**src/i2s_dma_pkg.sv**
```systemverilog
`default_nettype none

package i2s_dma_pkg;

    // Widths fixed by the register map
    typedef logic [15:0] sample_t;
    typedef logic [8:0]  dma_cnt_t;
    typedef logic [4:0]  fifo_lvl_t;
    typedef logic [3:0]  fifo_ptr_t;
    typedef logic [31:0] wb_data_t;
    typedef logic [1:0]  wb_addr_t;

    // Receive FIFO entries
    localparam int FIFO_DEPTH = 16;

    // Wishbone word addresses
    localparam wb_addr_t REG_CTRL      = 2'd0;
    localparam wb_addr_t REG_DMA_CNT   = 2'd1;
    localparam wb_addr_t REG_STATUS    = 2'd2;
    localparam wb_addr_t REG_FIFO_DATA = 2'd3;

    // DMA request state machine
    typedef enum logic [1:0] {
        DMA_IDLE      = 2'd0,
        DMA_START     = 2'd1,
        DMA_XFR_PRGSS = 2'd2,
        DMA_DONE      = 2'd3
    } dma_state_e;

endpackage

`default_nettype wire

```
**src/i2s_dma_fsm.sv**
```systemverilog
`timescale 1ns/1ns
`default_nettype none

module i2s_dma_fsm (
    input  wire                     WBs_CLK_i,
    input  wire                     WBs_RST_i,
    input  wire                     i2s_en_i,
    input  wire                     dma_start_i,
    input  wire                     dma_active_i,
    input  wire                     fifo_pop_i,
    input  wire i2s_dma_pkg::dma_cnt_t dma_cnt_i,
    output logic                    dma_req_o,
    output logic                    dma_busy_o,
    output logic                    dma_done_o,
    output logic                    dma_clr_o,
    output logic                    dma_active_sync_o,
    output i2s_dma_pkg::dma_state_e dma_state_o,
    output i2s_dma_pkg::dma_cnt_t   dma_cntr_o
);

    import i2s_dma_pkg::*;

    dma_state_e state_nxt;
    logic       req_nxt;
    logic       busy_nxt;
    logic       done_nxt;
    logic       clr_nxt;
    logic       active_1ff;

    // ------------------------------------------------------------------------
    // Registered outputs and DMA active synchronizer
    // ------------------------------------------------------------------------
    always_ff @(posedge WBs_CLK_i or posedge WBs_RST_i)
    begin
        if (WBs_RST_i)
        begin
            dma_state_o       <= DMA_IDLE;
            dma_req_o         <= 1'b0;
            dma_busy_o        <= 1'b0;
            dma_done_o        <= 1'b0;
            dma_clr_o         <= 1'b0;
            active_1ff        <= 1'b0;
            dma_active_sync_o <= 1'b0;
        end
        else if (!i2s_en_i)
        begin
            // Disabled, back to idle
            dma_state_o       <= DMA_IDLE;
            dma_req_o         <= 1'b0;
            dma_busy_o        <= 1'b0;
            dma_done_o        <= 1'b0;
            dma_clr_o         <= 1'b0;
            active_1ff        <= 1'b0;
            dma_active_sync_o <= 1'b0;
        end
        else
        begin
            dma_state_o       <= state_nxt;
            dma_req_o         <= req_nxt;
            dma_busy_o        <= busy_nxt;
            dma_done_o        <= done_nxt;
            dma_clr_o         <= clr_nxt;
            active_1ff        <= dma_active_i;
            dma_active_sync_o <= active_1ff;
        end
    end

    // Pop counter, held at zero while idle
    always_ff @(posedge WBs_CLK_i or posedge WBs_RST_i)
    begin
        if (WBs_RST_i)
            dma_cntr_o <= '0;
        else if (!i2s_en_i || dma_state_o == DMA_IDLE)
            dma_cntr_o <= '0;
        else if (fifo_pop_i)
            dma_cntr_o <= dma_cntr_o + dma_cnt_t'(1);
    end

    // ------------------------------------------------------------------------
    // Next state
    // ------------------------------------------------------------------------
    always_comb
    begin
        state_nxt = DMA_IDLE;
        req_nxt   = 1'b0;
        busy_nxt  = 1'b0;
        done_nxt  = 1'b0;
        clr_nxt   = 1'b0;
        case (dma_state_o)
            DMA_IDLE:
            begin
                if (dma_start_i)
                begin
                    state_nxt = DMA_START;
                    req_nxt   = 1'b1;
                    busy_nxt  = 1'b1;
                end
            end
            DMA_START:
            begin
                // Start dropped falls through to idle
                if (dma_start_i)
                begin
                    busy_nxt = 1'b1;
                    if (dma_active_sync_o)
                    begin
                        state_nxt = DMA_XFR_PRGSS;
                        clr_nxt   = 1'b1;
                    end
                    else
                    begin
                        state_nxt = DMA_START;
                        req_nxt   = 1'b1;
                    end
                end
            end
            DMA_XFR_PRGSS:
            begin
                busy_nxt = 1'b1;
                if (dma_cntr_o == dma_cnt_i)
                begin
                    state_nxt = DMA_DONE;
                    done_nxt  = 1'b1;
                end
                else
                    state_nxt = DMA_XFR_PRGSS;
            end
            default:
                state_nxt = DMA_IDLE;
        endcase
    end

    a_done_after_xfr: assert property (@(posedge WBs_CLK_i) disable iff (WBs_RST_i)
        dma_done_o |-> $past(dma_state_o) == DMA_XFR_PRGSS);

    a_req_clr_excl: assert property (@(posedge WBs_CLK_i) disable iff (WBs_RST_i)
        !(dma_req_o && dma_clr_o));

endmodule

`default_nettype wire

```
**src/i2s_dma_regs.sv**
```systemverilog
`timescale 1ns/1ns
`default_nettype none

module i2s_dma_regs (
    input  wire                        WBs_CLK_i,
    input  wire                        WBs_RST_i,
    input  wire i2s_dma_pkg::wb_addr_t wbs_adr_i,
    input  wire i2s_dma_pkg::wb_data_t wbs_dat_i,
    input  wire                        wbs_we_i,
    input  wire                        wbs_stb_i,
    input  wire                        wbs_cyc_i,
    output i2s_dma_pkg::wb_data_t      wbs_dat_o,
    output logic                       wbs_ack_o,
    input  wire i2s_dma_pkg::sample_t  fifo_rd_data_i,
    input  wire i2s_dma_pkg::fifo_lvl_t fifo_level_i,
    input  wire                        fifo_empty_i,
    input  wire                        fifo_ovf_i,
    input  wire                        dma_busy_i,
    input  wire                        dma_done_i,
    input  wire                        dma_clr_i,
    input  wire                        dma_active_sync_i,
    input  wire i2s_dma_pkg::dma_state_e dma_state_i,
    input  wire i2s_dma_pkg::dma_cnt_t dma_cntr_i,
    output logic                       i2s_en_o,
    output logic                       dma_start_o,
    output i2s_dma_pkg::dma_cnt_t      dma_cnt_o,
    output logic                       fifo_pop_o,
    output logic                       irq_o
);

    import i2s_dma_pkg::*;

    logic     wb_req;
    logic     wb_wr;
    logic     wb_rd;
    logic     done_q;
    logic     ovf_q;
    wb_data_t rd_mux;

    // New request, answered with ack on the next cycle
    assign wb_req = wbs_cyc_i & wbs_stb_i & ~wbs_ack_o;
    assign wb_wr  = wb_req & wbs_we_i;
    assign wb_rd  = wb_req & ~wbs_we_i;
    assign irq_o  = done_q;

    always_comb
    begin
        case (wbs_adr_i)
            REG_CTRL:    rd_mux = {30'd0, dma_start_o, i2s_en_o};
            REG_DMA_CNT: rd_mux = {23'd0, dma_cnt_o};
            REG_STATUS:  rd_mux = {7'd0, dma_cntr_i, 3'd0, fifo_level_i, 2'd0,
                                   dma_state_i, dma_active_sync_i, dma_busy_i, ovf_q, done_q};
            // Empty FIFO reads as zero
            default:     rd_mux = fifo_empty_i ? '0 : {16'd0, fifo_rd_data_i};
        endcase
    end

    // ------------------------------------------------------------------------
    // Bus handshake, control registers, pop strobe
    // ------------------------------------------------------------------------
    always_ff @(posedge WBs_CLK_i or posedge WBs_RST_i)
    begin
        if (WBs_RST_i)
        begin
            wbs_ack_o   <= 1'b0;
            wbs_dat_o   <= '0;
            fifo_pop_o  <= 1'b0;
            i2s_en_o    <= 1'b0;
            dma_start_o <= 1'b0;
            dma_cnt_o   <= '0;
        end
        else
        begin
            wbs_ack_o  <= wb_req;
            // Pop lands in the ack cycle, after the head was captured
            fifo_pop_o <= wb_rd & (wbs_adr_i == REG_FIFO_DATA) & ~fifo_empty_i;
            if (wb_rd)
                wbs_dat_o <= rd_mux;
            if (wb_wr && wbs_adr_i == REG_CTRL)
            begin
                i2s_en_o    <= wbs_dat_i[0];
                dma_start_o <= wbs_dat_i[1];
            end
            else if (dma_done_i)
                // Start bit self-clears once the transfer completes
                dma_start_o <= 1'b0;
            if (wb_wr && wbs_adr_i == REG_DMA_CNT)
                dma_cnt_o <= wbs_dat_i[8:0];
        end
    end

    // ------------------------------------------------------------------------
    // Sticky done and overflow
    // ------------------------------------------------------------------------
    always_ff @(posedge WBs_CLK_i or posedge WBs_RST_i)
    begin
        if (WBs_RST_i)
        begin
            done_q <= 1'b0;
            ovf_q  <= 1'b0;
        end
        else if (!i2s_en_o || dma_clr_i)
        begin
            done_q <= 1'b0;
            ovf_q  <= 1'b0;
        end
        else
        begin
            // Set wins over write-one-to-clear
            if (dma_done_i)
                done_q <= 1'b1;
            else if (wb_wr && wbs_adr_i == REG_STATUS && wbs_dat_i[0])
                done_q <= 1'b0;
            if (fifo_ovf_i)
                ovf_q <= 1'b1;
        end
    end

    a_pop_on_data_read: assert property (@(posedge WBs_CLK_i) disable iff (WBs_RST_i)
        fifo_pop_o |-> wbs_ack_o && !wbs_we_i && wbs_adr_i == REG_FIFO_DATA
                       && $past(!fifo_empty_i));

endmodule

`default_nettype wire

```
**src/i2s_dma_top.sv**
```systemverilog
`timescale 1ns/1ns
`default_nettype none

module i2s_dma_top (
    input  wire                        WBs_CLK_i,
    input  wire                        WBs_RST_i,
    input  wire                        i2s_sclk_i,
    input  wire                        i2s_ws_i,
    input  wire                        i2s_sd_i,
    input  wire i2s_dma_pkg::wb_addr_t wbs_adr_i,
    input  wire i2s_dma_pkg::wb_data_t wbs_dat_i,
    input  wire                        wbs_we_i,
    input  wire                        wbs_stb_i,
    input  wire                        wbs_cyc_i,
    output i2s_dma_pkg::wb_data_t      wbs_dat_o,
    output logic                       wbs_ack_o,
    input  wire                        dma_active_i,
    output logic                       dma_req_o,
    output logic                       irq_o
);

    import i2s_dma_pkg::*;

    // Register block controls
    logic       i2s_en;
    logic       dma_start;
    dma_cnt_t   dma_cnt;
    logic       fifo_pop;

    // Receiver to FIFO
    logic       rx_push;
    sample_t    rx_data;

    // FIFO status
    sample_t    rd_data;
    fifo_lvl_t  level;
    logic       empty;
    logic       ovf_pulse;

    // State machine status
    logic       dma_busy;
    logic       dma_done;
    logic       dma_clr;
    logic       dma_active_sync;
    dma_state_e dma_state;
    dma_cnt_t   dma_cntr;

    i2s_rx_deser u_rx_deser (
        .WBs_CLK_i (WBs_CLK_i),
        .WBs_RST_i (WBs_RST_i),
        .i2s_en_i  (i2s_en),
        .i2s_sclk_i(i2s_sclk_i),
        .i2s_ws_i  (i2s_ws_i),
        .i2s_sd_i  (i2s_sd_i),
        .rx_push_o (rx_push),
        .rx_data_o (rx_data)
    );

    // Flushed while disabled
    i2s_rx_fifo u_rx_fifo (
        .WBs_CLK_i  (WBs_CLK_i),
        .WBs_RST_i  (WBs_RST_i),
        .flush_i    (~i2s_en),
        .push_i     (rx_push),
        .push_data_i(rx_data),
        .pop_i      (fifo_pop),
        .rd_data_o  (rd_data),
        .level_o    (level),
        .empty_o    (empty),
        .ovf_o      (ovf_pulse)
    );

    i2s_dma_fsm u_dma_fsm (
        .WBs_CLK_i        (WBs_CLK_i),
        .WBs_RST_i        (WBs_RST_i),
        .i2s_en_i         (i2s_en),
        .dma_start_i      (dma_start),
        .dma_active_i     (dma_active_i),
        .fifo_pop_i       (fifo_pop),
        .dma_cnt_i        (dma_cnt),
        .dma_req_o        (dma_req_o),
        .dma_busy_o       (dma_busy),
        .dma_done_o       (dma_done),
        .dma_clr_o        (dma_clr),
        .dma_active_sync_o(dma_active_sync),
        .dma_state_o      (dma_state),
        .dma_cntr_o       (dma_cntr)
    );

    i2s_dma_regs u_dma_regs (
        .WBs_CLK_i        (WBs_CLK_i),
        .WBs_RST_i        (WBs_RST_i),
        .wbs_adr_i        (wbs_adr_i),
        .wbs_dat_i        (wbs_dat_i),
        .wbs_we_i         (wbs_we_i),
        .wbs_stb_i        (wbs_stb_i),
        .wbs_cyc_i        (wbs_cyc_i),
        .wbs_dat_o        (wbs_dat_o),
        .wbs_ack_o        (wbs_ack_o),
        .fifo_rd_data_i   (rd_data),
        .fifo_level_i     (level),
        .fifo_empty_i     (empty),
        .fifo_ovf_i       (ovf_pulse),
        .dma_busy_i       (dma_busy),
        .dma_done_i       (dma_done),
        .dma_clr_i        (dma_clr),
        .dma_active_sync_i(dma_active_sync),
        .dma_state_i      (dma_state),
        .dma_cntr_i       (dma_cntr),
        .i2s_en_o         (i2s_en),
        .dma_start_o      (dma_start),
        .dma_cnt_o        (dma_cnt),
        .fifo_pop_o       (fifo_pop),
        .irq_o            (irq_o)
    );

endmodule

`default_nettype wire

```
**src/i2s_rx_deser.sv**
```systemverilog
`timescale 1ns/1ns
`default_nettype none

module i2s_rx_deser (
    input  wire                  WBs_CLK_i,
    input  wire                  WBs_RST_i,
    input  wire                  i2s_en_i,
    input  wire                  i2s_sclk_i,
    input  wire                  i2s_ws_i,
    input  wire                  i2s_sd_i,
    output logic                 rx_push_o,
    output i2s_dma_pkg::sample_t rx_data_o
);

    import i2s_dma_pkg::*;

    // Two-flop synchronizers, bit order {sclk, ws, sd}
    logic [2:0] sync_1ff;
    logic [2:0] sync_2ff;
    logic       sclk_d;
    logic       sclk_rise;

    // Word framing
    logic       ws_prev;
    logic       bit_act;
    logic [3:0] bit_cnt;
    sample_t    shift_q;

    // ------------------------------------------------------------------------
    // Line synchronizers and bit clock edge detect
    // ------------------------------------------------------------------------
    always_ff @(posedge WBs_CLK_i or posedge WBs_RST_i)
    begin
        if (WBs_RST_i)
        begin
            sync_1ff <= 3'b000;
            sync_2ff <= 3'b000;
            sclk_d   <= 1'b0;
        end
        else
        begin
            sync_1ff <= {i2s_sclk_i, i2s_ws_i, i2s_sd_i};
            sync_2ff <= sync_1ff;
            sclk_d   <= sync_2ff[2];
        end
    end

    assign sclk_rise = sync_2ff[2] & ~sclk_d;

    // ------------------------------------------------------------------------
    // Framing, one bit delay after each word select change
    // ------------------------------------------------------------------------
    always_ff @(posedge WBs_CLK_i or posedge WBs_RST_i)
    begin
        if (WBs_RST_i)
        begin
            ws_prev   <= 1'b1;
            bit_act   <= 1'b0;
            bit_cnt   <= 4'd0;
            rx_push_o <= 1'b0;
        end
        else if (!i2s_en_i)
        begin
            // Idle high so a low word select arms the first left word
            ws_prev   <= 1'b1;
            bit_act   <= 1'b0;
            bit_cnt   <= 4'd0;
            rx_push_o <= 1'b0;
        end
        else
        begin
            rx_push_o <= 1'b0;
            if (sclk_rise)
            begin
                ws_prev <= sync_2ff[1];
                // Shift edge; the 16th lands on the next word select change
                if (bit_act)
                begin
                    if (bit_cnt == 4'd15)
                    begin
                        bit_act   <= 1'b0;
                        rx_push_o <= 1'b1;
                    end
                    bit_cnt <= bit_cnt + 4'd1;
                end
                // New left or right word, overrides the end of the last one
                if (sync_2ff[1] != ws_prev)
                begin
                    bit_act <= 1'b1;
                    bit_cnt <= 4'd0;
                end
            end
        end
    end

    // Sample shifter, MSB first
    always_ff @(posedge WBs_CLK_i)
    begin
        if (sclk_rise && bit_act)
        begin
            shift_q <= {shift_q[14:0], sync_2ff[0]};
            if (bit_cnt == 4'd15)
                rx_data_o <= {shift_q[14:0], sync_2ff[0]};
        end
    end

    // Words are at least 16 bit clocks apart
    a_push_single: assert property (@(posedge WBs_CLK_i) disable iff (WBs_RST_i)
        rx_push_o |=> !rx_push_o);

endmodule

`default_nettype wire

```
**src/i2s_rx_fifo.sv**
```systemverilog
`timescale 1ns/1ns
`default_nettype none

module i2s_rx_fifo (
    input  wire                    WBs_CLK_i,
    input  wire                    WBs_RST_i,
    input  wire                    flush_i,
    input  wire                    push_i,
    input  wire i2s_dma_pkg::sample_t push_data_i,
    input  wire                    pop_i,
    output i2s_dma_pkg::sample_t   rd_data_o,
    output i2s_dma_pkg::fifo_lvl_t level_o,
    output logic                   empty_o,
    output logic                   ovf_o
);

    import i2s_dma_pkg::*;

    sample_t   mem [FIFO_DEPTH];
    fifo_ptr_t wr_ptr;
    fifo_ptr_t rd_ptr;
    fifo_lvl_t level_q;
    logic      full;
    logic      do_pop;
    logic      do_push;

    assign full    = (level_q == fifo_lvl_t'(FIFO_DEPTH));
    assign empty_o = (level_q == '0);
    assign level_o = level_q;

    // A pop in the same cycle makes room for a push into a full FIFO
    assign do_pop  = pop_i & ~empty_o & ~flush_i;
    assign do_push = push_i & (~full | do_pop) & ~flush_i;

    // Head entry always visible
    assign rd_data_o = mem[rd_ptr];

    always_ff @(posedge WBs_CLK_i or posedge WBs_RST_i)
    begin
        if (WBs_RST_i)
        begin
            wr_ptr  <= '0;
            rd_ptr  <= '0;
            level_q <= '0;
            ovf_o   <= 1'b0;
        end
        else if (flush_i)
        begin
            wr_ptr  <= '0;
            rd_ptr  <= '0;
            level_q <= '0;
            ovf_o   <= 1'b0;
        end
        else
        begin
            // Dropped push
            ovf_o <= push_i & ~do_push;
            if (do_push)
                wr_ptr <= wr_ptr + fifo_ptr_t'(1);
            if (do_pop)
                rd_ptr <= rd_ptr + fifo_ptr_t'(1);
            level_q <= level_q + fifo_lvl_t'(do_push) - fifo_lvl_t'(do_pop);
        end
    end

    always_ff @(posedge WBs_CLK_i)
    begin
        if (do_push)
            mem[wr_ptr] <= push_data_i;
    end

    a_level_max: assert property (@(posedge WBs_CLK_i) disable iff (WBs_RST_i)
        level_o <= fifo_lvl_t'(FIFO_DEPTH));

endmodule

`default_nettype wire

```
**config.mk**
```make
export PLATFORM = sky130hd
export DESIGN_NAME = i2s_dma_top
export DESIGN_NICKNAME = d
export VERILOG_FILES = /design/src/i2s_dma_pkg.sv /design/src/i2s_dma_fsm.sv /design/src/i2s_dma_regs.sv /design/src/i2s_dma_top.sv /design/src/i2s_rx_deser.sv /design/src/i2s_rx_fifo.sv
export SDC_FILE = /design/constraint.sdc
export NUM_CORES = 1
export LEC_CHECK = 0
export BUFFER_PORTS_ARGS = -buffer_cell sky130_fd_sc_hd__buf_4
export CORE_ASPECT_RATIO = 1.75
export CORE_MARGIN = 10
export CORE_UTILIZATION = 35
export CTS_BUF_LIST = sky130_fd_sc_hd__clkbuf_8
export CTS_CLUSTER_SIZE = 16
export DETAILED_ROUTE_END_ITERATION = 16
export PLACE_DENSITY = 0.48
export RECOVER_POWER = 25
export SETUP_SLACK_MARGIN = 0.15
export SYNTH_ARGS = -nofsm -noshare
export SYNTH_HDL_FRONTEND = slang
export SYNTH_SLANG_ARGS = --single-unit
```
**constraint.sdc**
```tcl
create_clock -name WBs_CLK_i -period 3.96 [get_ports WBs_CLK_i]
set_input_delay 0.99 -clock WBs_CLK_i [delete_from_list [all_inputs] [get_ports WBs_CLK_i]]
set_output_delay 0.99 -clock WBs_CLK_i [all_outputs]
set_load 0.01 [all_outputs]
```
# == Word level (Yosys, flattened, before mapping) ==
# Memories as Yosys holds them, arrays and structs flattened.
# Index checks and enable logic that the tools add are counted.
# word_totals
input_bits,43
out_inout_bits,35
register_bits,123
ram_bits,256
mem_count,1
elab_cells,142
# memory_table
memory,depth,word_bits,rd,rd_clocked_by_memory_dff,write_ports,line,source
u_rx_fifo.mem,16,16,1,0,1,i2s_rx_fifo.sv:19,sample_t mem [FIFO_DEPTH];
# op_classes
n_addsub,6
bitwise_logic,19
muxes,56
eq_ne,13
reduce_logical,18
# ops
op,n
32-bit one-hot mux with 3 select lines,1
1-bit two-way mux,37
4-bit two-way mux,8
9-bit two-way mux,2
16-bit two-way mux,1
4-bit by 1-bit adder with 4-bit output (second input constant),3
1-bit AND,12
9-bit by 1-bit adder with 9-bit output (second input constant),1
9-bit == test,1
2-bit == test (second input constant),3
2-bit two-way mux,3
2-bit != test (second input constant),3
1-bit NOT,6
2-bit one-hot mux with 3 select lines,1
2-bit nonzero test,3
5-bit by 1-bit adder with 5-bit output,1
5-bit == test (second input constant),1
1-bit logical AND,5
5-bit zero test,1
5-bit two-way mux,1
5-bit by 1-bit subtractor with 5-bit output,1
2-bit by 1-bit == test with 1-bit output (second input constant),2
4-bit == test (second input constant),1
2-bit zero test,2
9 further kinds,12

# == Logic depth before layout (Yosys ltp) ==
# logic_depth
word_depth,10
depth_mapped,14
ltp_nobuf,14

# == By module ==
# A second synthesis with hierarchy kept.
# unflattened
hier_cells,896
hier_area_um2,14949.3
# by_module_without_submodules
module,area_each_um2,cells_each,n_inst,seq_area_each_um2
i2s_rx_fifo,10777.8,560,1,8037.7
i2s_dma_regs,1874.3,175,1,1001.0
i2s_rx_deser,1480.2,81,1,1282.5
i2s_dma_fsm,813.3,79,1,425.4
i2s_dma_top,3.8,1,1,0.0

# == Worst setup path before layout ==
# No wires, ideal clock.
# synth_timing
kind,register to register
startpoint,"register u_rx_fifo.level_q[3], in the netlist u_rx_fifo.level_o[3]"
endpoint,"register u_rx_fifo.level_q[4], in the netlist u_rx_fifo.level_o[4]"
required_ns,3.835
setup_time_ns,0.125
setup_slack_ns,1.030
t_arrival_ns,2.805
synth_period_minus_slack_ns,2.930
path_buffers,0
stages_incl_launch_ff,15
path_cell_list,dfrtp_1 inv_1 ha_1 or4b_2 nand2_1 nor2_1 ha_1 inv_1 ha_1 inv_1 fa_1 nand2b_1 a21oi_1 o21ai_0 nor3b_1
# synth_via
elab_chain_cells,10
word_cells_on_any_way,12
cone_classes,add/sub: 2; eq/ne: 1; mux: 1; bitwise: 7; reduce/logical: 1
# synth_lines
item,line,source
from (decl),i2s_rx_fifo.sv:22,fifo_lvl_t level_q;
from (signal assigned),i2s_rx_fifo.sv:62,level_q <= level_q + fifo_lvl_t'(do_push) - fifo_lvl_t'(do_pop);
5-bit zero test,i2s_rx_fifo.sv:28,assign empty_o = (level_q == '0);
1-bit NOT,i2s_rx_fifo.sv:32,assign do_pop = pop_i & ~empty_o & ~flush_i;
1-bit AND (2 in a row),i2s_rx_fifo.sv:32,
1-bit OR,i2s_rx_fifo.sv:33,assign do_push = push_i & (~full | do_pop) & ~flush_i;
1-bit AND (2 in a row),i2s_rx_fifo.sv:33,
5-bit by 1-bit adder with 5-bit output,i2s_rx_fifo.sv:62,
5-bit by 1-bit subtractor with 5-bit output *,i2s_rx_fifo.sv:62,
5-bit two-way mux *,i2s_rx_fifo.sv:47,else if (flush_i)
# Mark *: on every way between the ends. The rest lies on a longest branch, timed or not.
# A chain may end at the register's enable or synchronous reset.

# == Worst setup path in the final report ==
# Ends and elaborated chain as after synthesis.

==> run summary <==
Setup Viol. Count Final = 0
Post-route ant nets = 0
CP Max Fanout = 4
Finished Core Util = 40.9%
Hold buffer count at CTS = 0
Initial antenna violation count = 1
Post-place setup slack = 0.811 ns
Met2 wire length = 20200 um
WL met1 = 13400 um
Layout Cells excl Fill = 1493
P_leak = 5.79 nW
Die span in y = 290 um
Largest net degree at the start of global routing = 77
Clock root buffer master = clkbuf_8
Top delay family on crit path = simple AND/OR/NAND/NOR gates
Inst Count DP = 1394
Register area share after synthesis = 73.8%
Clock slew at reported path FFs = 0.07 ns
Syn avg cell area = 18.2 um2
CTS resizes = 0
Netlist cell types = 53
Worst slew margin = 33.8%
Most used DFF post-synth = edfxtp_1
Worst-margin pin slew = 0.986 ns
F_max = 318 MHz
Worst min path class = reg2reg
CTS buffer count = 54
Initial core utilization = 35.5%
Setup ws final = 0.812 ns
# IOs = 78
GRT Total Usage = 14.4%
Die Span X = 174 um
Top Layer Used = met4
Final hold vios = 0
Met3 wire length = 1390 um
CP Depth = 14
Max-cap violations = 0
Count leader, synth = edfxtp_1
CP bufs+invs = 3
Skew final = 0.0178 ns
GPL Wtd Cong = 0.795
Reg2reg setup slack = 0.81 ns
Gr ovfl total = 0
Leading area contributor after synthesis = edfxtp_1
DIE AREA = 50500 um2
Hold Path Stages = 0
Vias = 7421
CP Data Arrival Time = 3.63 ns
RR Startpoint = u_rx_fifo.level_o[3]
Ranking of synthesized cells by area = edfxtp_1 59%, dfrtp_1 14%, mux4_2 9.9%, mux2_2 1.8%, mux2i_1 1.4%
Vias in the first global route = 8052
Crit share post-route = 79.5%
Rows = 98
Max H-tree Level = 2
First drt pass iteration count = 4
DRT iter0 DRCs = 512
Yosys reg bits = 372
Status = complete, no violations
Startpoint Class = flop
Warnings from Yosys = 0
Post-synth EDFFs = 287
WS Path Type = reg2reg
CTS tree = done
Maximum clock path buffer count = 3
Layout cells sized above 1 = 27.5%
Nets = 957
Ys async rst share = 22.8%
Yosys top cell area share = 59.2%
Clk_lat worst skew = 0.61 ns
Syn Std Cell Area = 14600 um2
Final slew viol count = 0
Worst path slowest cell = or4b_2
Via density = 4.97
Port bufs = 47
Final setup TNS = 0 ns
Num Clock Sinks = 372
CP Data Required Time = 4.44 ns
Crit path capture type = flop
Max stage delay on crit path = 0.66 ns
Unrepaired setup endpoints after global routing = false
Gate Count Post-Synth = 801
Residual DRC count = 0
Layout area overhead = 15.1%
Post-synth top cells = 287 x edfxtp_1, 84 x dfrtp_1, 64 x mux4_2
Post-CTS setup buffers = 0
DR WL/cell = 24.2 um
Worst Hold Launch = u_rx_deser.sync_1ff[2]
Hpwl dp = 23100 um
CP startpoint = u_rx_fifo.level_o[3]
Crit path cell chain = inv_1 -> ha_1 -> or4b_2 -> nand2_1 -> nor2_1 -> ha_1 -> inv_1 -> ha_1 -> inv_1 -> fa_1 -> nand2b_1 -> a21oi_1 -> o21ai_0 -> nor3b_1
Peak supply drop = 194 uV
Core Region = 41000 um2
Post-Route WL = 36100 um
First-pass GRT wire length = 53600 um
Min Tclk post-route = 3.15 ns
Hold slack = 0.352 ns
FF-to-FF path depth = 14
Total power divided by cell area = 435 nW/um2
## cells in the final DEF, fill, tap and decap left out, types with 2 or more instances in the layout
cell type	n
buf_4	68
and2_1	3
clkbuf_8	58
a21oi_1	11
nor3_2	5
o221ai_1	2
buf_12	6
dfrtp_1	81
o211ai_1	6
nor2_2	12
nand2b_1	4
or3_1	4
nor2b_1	5
dfrtp_2	2
clkinv_2	6
clkinv_1	15
mux4_2	64
nor2_1	31
a22o_1	3
edfxtp_1	287
and3_1	8
o21ai_1	7
nor3_1	4
inv_1	30
a221o_1	3
xnor2_1	12
nand3b_1	4
nand4_1	10
clkbuf_4	3
mux2_2	23
o2bb2ai_1	2
nand2_1	47
xor2_1	13
mux2i_1	20
conb_1	7
o21ai_0	12
ha_1	13
a221oi_1	8
a22oi_1	7
nand3_1	14
## power breakdown
part / internal [mW] / total (mW) / switching (mW) / leakage [nW]
combinational: 0.104 / 0.244 / 0.140 / 1.52
clock: 1.35 / 2.78 / 1.43 / 0.565
sequential: 4.22 / 4.28 / 0.0579 / 3.71
## state kept, by name (all words and copies together), names as in the netlist, 2 cells and up
name	flops
u_dma_fsm.dma_cntr_o	9
u_dma_fsm.dma_state_o	2
u_dma_regs.dma_cnt_o	9
u_dma_regs.wbs_dat_o	25
u_rx_deser.bit_cnt	4
u_rx_deser.rx_data_o	16
u_rx_deser.shift_q	15
u_rx_deser.sync_1ff	3
u_rx_deser.sync_2ff	3
u_rx_fifo.level_o	5
u_rx_fifo.mem	256
u_rx_fifo.rd_ptr	4
u_rx_fifo.wr_ptr	4
## worst paths after layout
| check | endpoint |
|---|---|
| max | u_rx_fifo.level_o[4] |
| max in group asynchronous | u_rx_deser.sync_2ff[0] |
| min in group asynchronous | u_dma_fsm.active_1ff |
| max reg2reg | u_rx_fifo.level_o[4] |
| min | u_rx_deser.sync_2ff[2] |
| min reg2reg | u_rx_deser.sync_2ff[2] |
## layer usage
layer	global-route usage (%)	vias up
li1	-	3314
met1	15.3	3886
met2	27.6	163
met3	2.64	58
met4	5.73	0
met5	0	-
## per-stage QoR
step / area [um2] / power (mW)
after CTS: 16800 / 7.42
after floorplan: 14600 / 4.48
after global placement: 15800 / 4.61
after detailed placement: 15800 / 4.61
final: 16800 / 7.30
after global routing: 16800 / 7.62
## cell families (layout without fill, tap and decap cells)
family	after synthesis	count (layout)	synth area share, %
XOR/XNOR	25	25	1.50
buffers and inverters	55	190	1.78
multiplexers	107	107	13.1
flip-flops	372	372	73.8
AND/OR/NAND/NOR	162	162	5.48
adder cells (fa/ha/maj)	14	14	1.26
AO/OA/AOI/OAI	65	65	3.05
other	1	8	0.0258
## final cells by class
cell class	instances	area [um2]
Sequential cell	372	10800
Multi-Input combinational cell	380	3630
Clock inverter	40	169
Timing Repair Buffer	78	657
Clock buffer	58	798
Inverter	14	55.1
Fill cell	3760	24200
Antenna cell	1	2.50
Tap cell	550	688
Power figures use the tool's default switching activity.
